==> config.mk <==
export PLATFORM = sky130hd
export DESIGN_NAME = clock_comp_rx
export DESIGN_NICKNAME = d
export VERILOG_FILES = /design/src/common/pcs_rx_pkg.sv /design/src/clock_comp/am_period_counter.sv /design/src/clock_comp/cc_output_stage.sv /design/src/clock_comp/clock_comp_rx.sv /design/src/clock_comp/idle_insert_fsm.sv /design/src/rtl/sync_fifo.sv
export VERILOG_INCLUDE_DIRS = /design/src /design/src/common
export SDC_FILE = /design/constraint.sdc
export NUM_CORES = 1
export LEC_CHECK = 0
export BUFFER_PORTS_ARGS = -buffer_cell sky130_fd_sc_hd__buf_2
export CAP_MARGIN = 20
export CELL_PAD_IN_SITES_DETAIL_PLACEMENT = 1
export CELL_PAD_IN_SITES_GLOBAL_PLACEMENT = 1
export CORE_ASPECT_RATIO = 1.75
export CORE_MARGIN = 2
export CORE_UTILIZATION = 54
export CTS_CLUSTER_SIZE = 30
export DETAILED_ROUTE_END_ITERATION = 10
export GPL_TIMING_DRIVEN = 0
export PLACE_DENSITY = 0.9
export REMOVE_ABC_BUFFERS = 1
export SLEW_MARGIN = 10
export SYNTH_ARGS = -nofsm -noshare
export SYNTH_HDL_FRONTEND = slang
export SYNTH_SLANG_ARGS = --single-unit
export TNS_END_PERCENT = 100
==> constraint.sdc <==
create_clock -name i_clock -period 9.2 [get_ports i_clock]
set_clock_uncertainty 0.2 [all_clocks]
set_input_delay 0 -clock i_clock [delete_from_list [all_inputs] [get_ports i_clock]]
set_output_delay 0 -clock i_clock [all_outputs]
set_load 0.02 [all_outputs]
==> src/common/pcs_rx_cfg.svh <==
`ifndef PCS_RX_CFG_SVH
`define PCS_RX_CFG_SVH

// lanes after reorder
// one marker per lane per group, so also the max idle debt
`define CC_N_LANES 4

// blocks per lane between markers
// short value for simulation, real PCS is far longer
`define CC_AM_PERIOD 64

// fifo address width, depth is 2**addr
`define CC_FIFO_ADDR 4

// occupancy right after reset
// enough slack to absorb a whole marker group plus one
`define CC_PRELOAD (`CC_N_LANES + 1)

`endif

==> src/common/pcs_rx_pkg.sv <==
package pcs_rx_pkg;

    // 66-bit block as it comes out of the block lock / reorder path
    typedef struct packed {
        logic [1:0]  sync_hdr;  // 01 data, 10 control
        logic [63:0] payload;   // block type in top byte for control
    } pcs_block_t;

    localparam logic [1:0] SYNC_CTRL = 2'b10;  // control sync header
    localparam logic [7:0] BT_IDLE   = 8'h1e;  // all-idle block type

    // control block, type 1E, all control chars zero
    localparam pcs_block_t PCS_IDLE = '{
        sync_hdr: SYNC_CTRL,
        payload:  {BT_IDLE, 56'h0}
    };

    // insertion fsm states
    // PASS    nothing owed, fifo passes straight through
    // ARMED   markers deleted, waiting for an idle at the fifo head
    // INSERT  repaying idles, read held
    typedef enum logic [1:0] {
        PASS   = 2'd0,
        ARMED  = 2'd1,
        INSERT = 2'd2
    } cc_state_t;

    // status to the management side
    typedef struct packed {
        logic       am_lost;  // sticky until next marker
        logic [2:0] pending;  // deleted blocks not yet repaid
    } cc_status_t;

endpackage

==> src/clock_comp/am_period_counter.sv <==
`timescale 1ns/1ps
`include "pcs_rx_cfg.svh"

// marker window watch and idle debt bookkeeping
module am_period_counter (
    input  logic                    i_clock,
    input  logic                    i_rst,
    input  logic                    i_advance,   // enable and valid
    input  logic                    i_am_tag,    // marker, deleted this slot
    input  logic                    i_inserted,  // idle added this slot
    output logic [2:0]              o_pending,
    output pcs_rx_pkg::cc_status_t  o_status
);

    localparam int         WINDOW   = `CC_AM_PERIOD * `CC_N_LANES;  // blocks per marker group
    localparam int         WIN_W    = $clog2(WINDOW + 2);           // room for window + 1
    localparam logic [2:0] PEND_MAX = 3'(`CC_N_LANES);

    logic [WIN_W-1:0] win_cnt;  // advances since last marker
    logic             am_lost;
    logic [2:0]       pending;
    logic             deleted;

    assign deleted = i_advance & i_am_tag;

    always_ff @(posedge i_clock)
    begin
        if (i_rst)
        begin
            win_cnt <= '0;
            am_lost <= 1'b0;
        end
        else if (deleted)
        begin
            win_cnt <= '0;    // restart window
            am_lost <= 1'b0;  // marker seen again
        end
        else if (i_advance)
        begin
            if (win_cnt <= WIN_W'(WINDOW))
                win_cnt <= win_cnt + 1'b1;  // stops at window + 1
            if (win_cnt >= WIN_W'(WINDOW))
                am_lost <= 1'b1;            // this slot passes the window
        end
    end

    // one up per deleted marker, one down per added idle
    always_ff @(posedge i_clock)
    begin
        if (i_rst)
            pending <= 3'd0;
        else if (deleted && !i_inserted && pending < PEND_MAX)
            pending <= pending + 3'd1;
        else if (i_inserted && !deleted && pending != 3'd0)
            pending <= pending - 3'd1;
    end

    assign o_pending        = pending;
    assign o_status.am_lost = am_lost;
    assign o_status.pending = pending;

endmodule

==> src/clock_comp/cc_output_stage.sv <==
`timescale 1ns/1ps

// fifo head compare, idle substitution and output register
module cc_output_stage (
    input  logic                     i_clock,
    input  logic                     i_rst,
    input  logic                     i_advance,    // slot requested this cycle
    input  logic                     i_insert,     // slot is an added idle
    input  pcs_rx_pkg::pcs_block_t   i_fifo_data,  // registered fifo read data
    output logic                     o_head_idle,
    output pcs_rx_pkg::pcs_block_t   o_block,
    output logic                     o_valid
);

    logic                    adv_q;    // lines up with fifo read data
    logic                    ins_q;
    pcs_rx_pkg::pcs_block_t  blk_sel;

    // head is the last block read, the one an added idle would follow
    assign o_head_idle = (i_fifo_data == pcs_rx_pkg::PCS_IDLE);

    // on an insert slot the read was held, data is stale
    assign blk_sel = ins_q ? pcs_rx_pkg::PCS_IDLE : i_fifo_data;

    always_ff @(posedge i_clock)
    begin
        if (i_rst)
        begin
            adv_q   <= 1'b0;
            ins_q   <= 1'b0;
            o_valid <= 1'b0;
        end
        else
        begin
            adv_q   <= i_advance;
            ins_q   <= i_advance & i_insert;
            o_valid <= adv_q;  // two cycles after the slot
        end
    end

    always_ff @(posedge i_clock)
    begin
        if (adv_q)
            o_block <= blk_sel;  // holds between valid slots
    end

endmodule

==> src/clock_comp/clock_comp_rx.sv <==
`timescale 1ns/1ps

// rx clock compensation
// markers are dropped at the fifo write side, idles are
// added back at the read side next to an existing idle
module clock_comp_rx (
    input  logic                     i_clock,
    input  logic                     i_rst,
    input  logic                     i_enable,   // freeze when low
    input  logic                     i_valid,    // one block per cycle high
    input  logic                     i_am_tag,   // current block is a marker
    input  pcs_rx_pkg::pcs_block_t   i_block,
    output pcs_rx_pkg::pcs_block_t   o_block,
    output logic                     o_valid,
    output pcs_rx_pkg::cc_status_t   o_status
);

    logic                    advance;     // block slot this cycle
    logic [2:0]              pending;     // idle debt
    logic                    head_idle;   // fifo head is an idle
    logic                    insert_now;  // emit idle, hold read
    logic                    fifo_empty;
    logic                    fifo_full;
    pcs_rx_pkg::pcs_block_t  fifo_data;

    assign advance = i_enable & i_valid;

    // markers never enter, reads pause while inserting
    sync_fifo #(
        .payload_t    (pcs_rx_pkg::pcs_block_t),
        .PRELOAD_WORD (pcs_rx_pkg::PCS_IDLE)
    ) fifo_i (
        .i_clock (i_clock),
        .i_rst   (i_rst),
        .i_write (advance & ~i_am_tag),
        .i_read  (advance & ~insert_now),
        .i_data  (i_block),
        .o_data  (fifo_data),
        .o_empty (fifo_empty),
        .o_full  (fifo_full)
    );

    am_period_counter counter_i (
        .i_clock    (i_clock),
        .i_rst      (i_rst),
        .i_advance  (advance),
        .i_am_tag   (i_am_tag),
        .i_inserted (insert_now),
        .o_pending  (pending),
        .o_status   (o_status)
    );

    idle_insert_fsm fsm_i (
        .i_clock     (i_clock),
        .i_rst       (i_rst),
        .i_advance   (advance),
        .i_am_tag    (i_am_tag),
        .i_head_idle (head_idle),
        .i_pending   (pending),
        .o_insert    (insert_now)
    );

    cc_output_stage out_i (
        .i_clock     (i_clock),
        .i_rst       (i_rst),
        .i_advance   (advance),
        .i_insert    (insert_now),
        .i_fifo_data (fifo_data),
        .o_head_idle (head_idle),
        .o_block     (o_block),
        .o_valid     (o_valid)
    );

endmodule

==> src/clock_comp/idle_insert_fsm.sv <==
`timescale 1ns/1ps

// decides when the deleted marker slots get paid back
// an idle is only added while the block at the fifo head is an idle,
// so the decoder sees a longer idle run and never a split sequence
module idle_insert_fsm (
    input  logic       i_clock,
    input  logic       i_rst,
    input  logic       i_advance,    // enable and valid
    input  logic       i_am_tag,     // marker on this slot
    input  logic       i_head_idle,  // from output stage compare
    input  logic [2:0] i_pending,    // idle debt from counter
    output logic       o_insert
);

    pcs_rx_pkg::cc_state_t state;
    pcs_rx_pkg::cc_state_t state_next;
    logic                  pending_nz;
    logic                  in_insert;

    assign pending_nz = (i_pending != 3'd0);
    assign in_insert  = (state == pcs_rx_pkg::INSERT);

    always_comb
    begin
        state_next = state;  // hold by default
        case (state)
            pcs_rx_pkg::PASS:
            begin
                // first marker of a group
                if (i_advance && i_am_tag)
                    state_next = pcs_rx_pkg::ARMED;
            end
            pcs_rx_pkg::ARMED:
            begin
                // more markers keep us waiting
                if (i_advance && i_head_idle && !i_am_tag)
                    state_next = pcs_rx_pkg::INSERT;
            end
            pcs_rx_pkg::INSERT:
            begin
                if (i_advance)
                begin
                    if (i_am_tag)
                        state_next = pcs_rx_pkg::ARMED;  // new marker, wait for next idle
                    else if (!pending_nz)
                        state_next = pcs_rx_pkg::PASS;   // debt repaid
                end
            end
            default:
                state_next = pcs_rx_pkg::PASS;
        endcase
    end

    always_ff @(posedge i_clock)
    begin
        if (i_rst)
            state <= pcs_rx_pkg::PASS;
        else
            state <= state_next;
    end

    // the read on the ARMED exit slot can move a data block to the head,
    // in that case keep reading until an idle shows up again
    // once inserting the read is held, so the idle stays at the head
    assign o_insert = i_advance & in_insert & pending_nz & i_head_idle;

endmodule

==> src/rtl/sync_fifo.sv <==
`timescale 1ns/1ps
`include "pcs_rx_cfg.svh"

// single clock fifo, registered read
// comes out of reset already holding PRELOAD words
module sync_fifo #(
    parameter type      payload_t    = pcs_rx_pkg::pcs_block_t,
    parameter payload_t PRELOAD_WORD = pcs_rx_pkg::PCS_IDLE  // fill value of preload slots
) (
    input  logic     i_clock,
    input  logic     i_rst,
    input  logic     i_write,
    input  logic     i_read,
    input  payload_t i_data,
    output payload_t o_data,
    output logic     o_empty,
    output logic     o_full
);

    localparam int ADDR_W  = `CC_FIFO_ADDR;
    localparam int DEPTH   = 1 << ADDR_W;
    localparam int PRELOAD = `CC_PRELOAD;

    payload_t          mem [DEPTH];
    payload_t          rd_data;
    logic [ADDR_W-1:0] wr_ptr;
    logic [ADDR_W-1:0] rd_ptr;
    logic [ADDR_W:0]   count;     // words stored, not yet read
    logic              do_write;
    logic              do_read;

    assign do_write = i_write & ~o_full;   // drop on overflow
    assign do_read  = i_read & ~o_empty;   // no pop on empty

    always_ff @(posedge i_clock)
    begin
        if (i_rst)
        begin
            rd_ptr <= '0;
            wr_ptr <= ADDR_W'(PRELOAD);        // preload slack
            count  <= (ADDR_W + 1)'(PRELOAD);
        end
        else
        begin
            if (do_write)
                wr_ptr <= wr_ptr + 1'b1;  // wraps at depth
            if (do_read)
                rd_ptr <= rd_ptr + 1'b1;
            case ({do_write, do_read})
                2'b10:   count <= count + 1'b1;
                2'b01:   count <= count - 1'b1;
                default: count <= count;  // both or neither
            endcase
        end
    end

    // slots below the reset write pointer get the fill word
    always_ff @(posedge i_clock)
    begin
        if (i_rst)
        begin
            for (int i = 0; i < PRELOAD; i++)
                mem[i] <= PRELOAD_WORD;
        end
        else if (do_write)
        begin
            mem[wr_ptr] <= i_data;
        end
    end

    // read data held while no read
    always_ff @(posedge i_clock)
    begin
        if (do_read)
            rd_data <= mem[rd_ptr];
    end

    assign o_data  = rd_data;
    assign o_empty = (count == '0);
    assign o_full  = (count == (ADDR_W + 1)'(DEPTH));

endmodule

# After elaboration in Yosys (flattened, before gate mapping)
# Memories as Yosys holds them, arrays and structs flattened. A register that Yosys moved wholly into a read port is not among the register bits.
# Cells that the tools add are included.
word_totals:
  word_cells: 84
  n_memories: 1
  mem_bits_rw: 1056
  regBits: 97
mem_list:
  columns: ["name", "words", "width", "rd", "rd_ports_with_merged_regs", "write_ports", "line", "rtl"]
  rows:
  - ["fifo_i.mem", 16, 66, 1, 1, 5, "sync_fifo.sv:24", "payload_t mem [DEPTH];"]
op_classes:
  n_eq_ne: 10
  add_sub_neg: 7
  n_bitwise: 14
  n_mux: 17
  reduce_logical: 20
  order_cmp: 3
ops:
  columns: ["op", "n"]
  rows:
  - ["66-bit equality test, second input constant", 1]
  - ["66-bit two-way mux", 1]
  - ["66-bit OR reduction", 1]
  - ["1-bit bitwise AND", 10]
  - ["2-bit two-way mux", 5]
  - ["5-bit case mux with 2 select lines", 1]
  - ["9-bit by 1-bit adder with 9-bit output, second input constant", 1]
  - ["9-bit >= comparator, second input constant", 1]
  - ["9-bit less-or-equal comparator, second input constant", 1]
  - ["4-bit by 1-bit adder with 4-bit output, second input constant", 2]
  - ["1-bit logical AND", 7]
  - ["1-bit two-way mux", 6]
  - ["3-bit two-way mux", 2]
  - ["2-bit case mux with 3 select lines", 1]
  - ["5-bit by 1-bit adder with 5-bit output, second input constant", 1]
  - ["5-bit equality test, second input constant", 1]
  - ["5-bit zero test", 1]
  - ["5-bit by 1-bit subtractor with 5-bit output, second input constant", 1]
  - ["2-bit by 1-bit equality test with 1-bit output, second input constant", 2]
  - ["2-bit equality test, second input constant", 2]
  - ["4-bit two-way mux", 1]
  - ["2-bit by 1-bit != test with 1-bit output, second input constant", 2]
  - ["1-bit NOT", 4]
  - ["2-bit AND reduction", 2]
  - ["11 further kinds", 14]

# Depth between registers and ports, before layout
depth:
  ltp_word: 9
  mapped_depth: 14
  depth_no_buf: 13

# By module
# Synthesis repeated with hierarchy kept, for this count alone.
unflattened:
  cells_unflattened: 2517
  hier_area_um2: 47774.6
modules_own_cells:
  columns: ["mod", "n_inst", "area_per_inst_um2", "cells_each", "seq_area_each_um2"]
  rows:
  - ["sync_fifo", 1, 44194.9, 2246, 33952.6]
  - ["cc_output_stage", 1, 2685.1, 168, 2042.0]
  - ["am_period_counter", 1, 762.0, 87, 260.2]
  - ["idle_insert_fsm", 1, 107.6, 13, 40.0]
  - ["clock_comp_rx", 1, 25.0, 3, 0.0]

# Worst setup path after synthesis
# Ideal clock, no wire load.
synth_timing:
  path_type: "register to register"
  from: "reg fifo_i.count[0]"
  to: "mem fifo_i.mem[4][0] in the netlist's numbering, enable pin"
  slack_ps: 2550
  stages_incl_launch_ff: 5
  synth_period_minus_slack_ps: 6650
  arrival_ps: 5869
  setup_ps: 581
  cell_sequence: "dfxtp_1 -> nor4_2 -> a2111oi_4 -> nand2_4 -> o21ai_0"
synth_rtl:
  columns: ["element", "line", "rtl"]
  rows:
  - ["start, declared", "sync_fifo.sv:28", "logic [ADDR_W:0] count;"]
  - ["start signal, assigned", "sync_fifo.sv:41", "count <= (ADDR_W + 1)'(PRELOAD);"]
  - ["start signal, assigned", "sync_fifo.sv:50", "2'b10: count <= count + 1'b1;"]
  - ["start signal, assigned", "sync_fifo.sv:51", "2'b01: count <= count - 1'b1;"]
  - ["end, declared", "sync_fifo.sv:24", null]

# Worst setup path after layout
layout_timing:
  from: "reg, netlist name fifo_i.o_data[18]"
  to: "reg fifo_i.count[4]"
layout_between:
  elab_chain_len: 7
  word_cells_on_any_way: 9
layout_lines:
  columns: ["element", "line", "rtl"]
  rows:
  - ["66-bit equality test (*)", "cc_output_stage.sv:20", "assign o_head_idle = (i_fifo_data == pcs_rx_pkg::PCS_IDLE);"]
  - ["1-bit bitwise AND (*)", "idle_insert_fsm.sv:66", "assign o_insert = i_advance & in_insert & pending_nz & i_head_idle;"]
  - ["1-bit NOT (*)", "clock_comp_rx.sv:36", ".i_read (advance & ~insert_now),"]
  - ["1-bit bitwise AND (*)", "clock_comp_rx.sv:36", null]
  - ["1-bit bitwise AND (*)", "sync_fifo.sv:33", "assign do_read = i_read & ~o_empty;"]
  - ["via fifo_i.do_read", "sync_fifo.sv:30", "logic do_read;"]
  - ["2-bit by 1-bit equality test with 1-bit output or 2-bit equality test (tied branches)", "sync_fifo.sv:49", "case ({do_write, do_read})"]
  - ["5-bit case mux with 2 select lines or 2-bit nonzero test (tied branches)", null, null]
  - ["end signal, assigned", "sync_fifo.sv:50", null]
  - ["end signal, assigned", "sync_fifo.sv:51", null]
  - ["end signal, assigned", "sync_fifo.sv:52", "default: count <= count;"]
# The timed path passes the listed nets; every way through them passes the cells marked *.
# A chain may end at the register's enable or synchronous reset.

==> metrics <==
number of max-cap violations=0; Syn Area/Cell=17.6 um2; area of the die=93300 um2; TritonRoute pass-1 iters=6; WHS Path Cells=3; Crit path max-delay family=simple AND/OR/NAND/NOR gates; RSZ-0062 raised after global routing=false; simple-gate area share of the yosys netlist=7.30%; Post-Syn Instances=2786; first-pass GRT wire length=244 mm; asr flop ratio synth=0%; min cycle time layout=5550 ps; worst-skew pair later-pin latency=750 ps; cts bufs inserted=106; WP data required=9670 ps; # DRC=0; I/O Buffers=141; FMAX=0.180 GHz; Worst-Margin Slew=1090 ps; Clk pin slew, worst setup/hold paths=80 ps; num rows=146; initial core utilization=54.3%; Die X=232 um; Post-Place Setup Slack=4040 ps; largest family of logic cells by synthesized area=multiplexers; area grow syn2layout=17.8%; total track usage=37.3%; post-synthesis cell type count=50; final period utilization=60.4%; r2r setup slk=3650 ps; sequential share of the synthesized area=74.0%; Buf+Inv Stages, Crit Path=0; final wirelength=173 mm; maximum vdd drop=0.207 mV; setup ws final=3650 ps; cell with the most instances after synthesis=edfxtp_1; CTS resizes=0; Antenna Nets Post-Route=0; Design Area, Final=57800 um2; GR met2 Demand/Resource=59.7%; CP max stage delay=680 ps; CP Cell Sequence=nor4_1 > nand2_1 > nor3_1 > nand4_1 > and2_4 > ha_1 > fa_1 > a21o_1 > a21oi_1 > xor2_1 > or3_1 > a21oi_1; Startpoint Class=register; Root Buffer=clkbuf_16; grt total ovfl=0; # fillers=7681; final hold vios=0; worst r2r src=fifo_i.o_data[18]; die extent in y=403 um; layout cells sized above 1=20.4%; Hold Crit Class=input pin to register; M3 GR Usage=8.19%; Critical Path Sink Type=register; worst hold margin=15.1 ps; compound-cell area share of the yosys netlist=4.61%; Most Crowded Layer GR=met2; top cells by count, synth=edfxtp_1, and2_1, mux2i_1; initial antenna violation count=14; post-DP HPWL=91.4 mm; post-synthesis instance area=49000 um2; leak pwr=19.1 nW; final non-filler cell total=4374; dpl cells=4048; Hold Crit Endpoint=fifo_i.mem[3][20]; drt first-iter violations=5117; Core ar.=90200 um2; post-synthesis mux area share=11.8%; worst-path fanout max=45; Register-to-Register Path Depth=12; crit path DAT=6020 ps; DR vias=30645; post-synthesis adder-cell area fraction=0.362%; Slew Viols, Final=0; Clock Path Buffers=3; CTS tree=yes; Global Route met1 Usage=45.6%; setup bufs post-CTS=0; ranking of synthesized cells by area=edfxtp_1, mux4_2, mux2i_1; leading area contributor after synthesis=edfxtp_1; Placer Congestion=0.790; Synth Area in XOR/XNOR=0.214%; vias in the first global route=32634; worst hold start=i_block[20]; Post-synth EDFFs=1188; clk sinks=1219; synth warn=0; Final Setup Violations=0; Crit-path slowest cell=nor3_1; htree depth=3; Yosys reg bits=1219; largest net degree at the start of global routing=56; Synth Flop Type=edfxtp_1; PwrDens=204 nW/um2; status=completed; I/O pins=142; Max-slew headroom=27.3%; cell area after placement=52900 um2; drt wl/cell=39.5 um; Yosys top cell area share=72.8%; critical path's most frequent cell=a21oi_1; reg2reg end=fifo_i.count[4]; Power, Total=0.0118 W; CP Class=register to register; DR vias/cell=7.01; Final nets=3179
## cell type report
cell class	count	area, um2	share of cell area (%)
Antenna cell	7	17.5	0.0303
Clock buffer	117	2760	4.77
Clock inverter	79	878	1.52
Inverter	7	26.3	0.0455
Multi-Input combinational cell	1398	12000	20.8
Sequential cell	1219	36300	62.9
Tap cell	1184	1480	2.56
Timing Repair Buffer	363	4260	7.38
## logic make-up (layout without fill, tap and decap cells)
logic type / after synthesis / count (layout)
muxes: 403 / 403
xor gates and xnor gates: 12 / 12
adders and majority gates: 13 / 13
and+or+nand+nor: 610 / 610
AOI/OAI and AO/OA: 360 / 360
other: 0 / 7
DFF: 1219 / 1219
buffers and inverters: 169 / 566
## cell usage in the layout (no fill, tap or decap), types with 18 or more instances in the layout
master / n
o21ai_0: 139
clkinv_2: 21
mux2_2: 69
bufinv_16: 18
mux4_2: 132
clkinv_1: 26
dlygate4sd3_1: 121
mux2i_1: 202
nand2_1: 86
edfxtp_1: 1188
buf_16: 56
nor4_1: 20
nand2b_1: 24
a22oi_1: 66
nor2_1: 26
dfxtp_1: 25
and2_1: 307
a221oi_1: 66
clkbuf_16: 109
buf_2: 143
nor2b_1: 64
buf_12: 30
a21oi_1: 78
## routing by layer
| metal | routed length [um] | share of wire, % |
|---|---|---|
| met4 | 13200 | 7.6 |
| met1 | 55700 | 32 |
| met5 | 85 | 0.049 |
| met3 | 20000 | 12 |
| met2 | 83700 | 48 |
## power by group
group / internal (W) / switching [W] / leakage [nW]
sequential: 0.00617 / 0.0000761 / 11.3
combinational: 0.000250 / 0.000375 / 6.00
clock: 0.00267 / 0.00224 / 1.76
## flip-flops by register name (all words and copies together), names as in the netlist
name and cells:
counter_i.am_lost 1, counter_i.o_pending 3, counter_i.win_cnt 9, fifo_i.count 5, fifo_i.mem 1056, fifo_i.o_data 66, fifo_i.rd_ptr 4, fifo_i.wr_ptr 4
fsm_i.state 2, out_i.adv_q 1, out_i.ins_q 1, out_i.o_block 66, out_i.o_valid 1
## per-stage QoR
stage	utilization [%]	setup TNS [ps]
5_1_grt	64.0	0
3_5_place_dp	58.6	0
4_1_cts	64.0	0
2_1_floorplan	-	-435280
3_3_place_gp	55.9	-1228100
6_report	64.0	0
## worst max path at each step
stage                       from                 to  slack (ps)  cells after the start
4_1_cts        fifo_i.o_data[27]    fifo_i.count[4]        3890                     11
2_1_floorplan   fifo_i.rd_ptr[0]  fifo_i.o_data[11]       -6280                      5
5_1_grt        fifo_i.o_data[18]    fifo_i.count[4]        3690                     12
6_report       fifo_i.o_data[18]    fifo_i.count[4]        3650                     12
3_3_place_gp    fifo_i.rd_ptr[1]  fifo_i.o_data[49]      -15140                      4
3_5_place_dp   fifo_i.o_data[18]    fifo_i.count[4]        4040                     12
## worst register-to-register path, stage by stage, from the launching register on
cell	delay, ps
edfxtp_1	580
nor4_1	400
nand2_1	390
nor3_1	680
nand4_1	660
and2_4	660
ha_1	470
fa_1	460
a21o_1	180
a21oi_1	190
xor2_1	140
or3_1	330
a21oi_1	160
## repair_timing
action / in CTS / in global routing
endpoints found under the setup margin: 0 / 0
hold buffers: 121 / 0
hold endpoints to repair: 1084 / 0
Note: power is estimated with default switching activity, not from simulation.
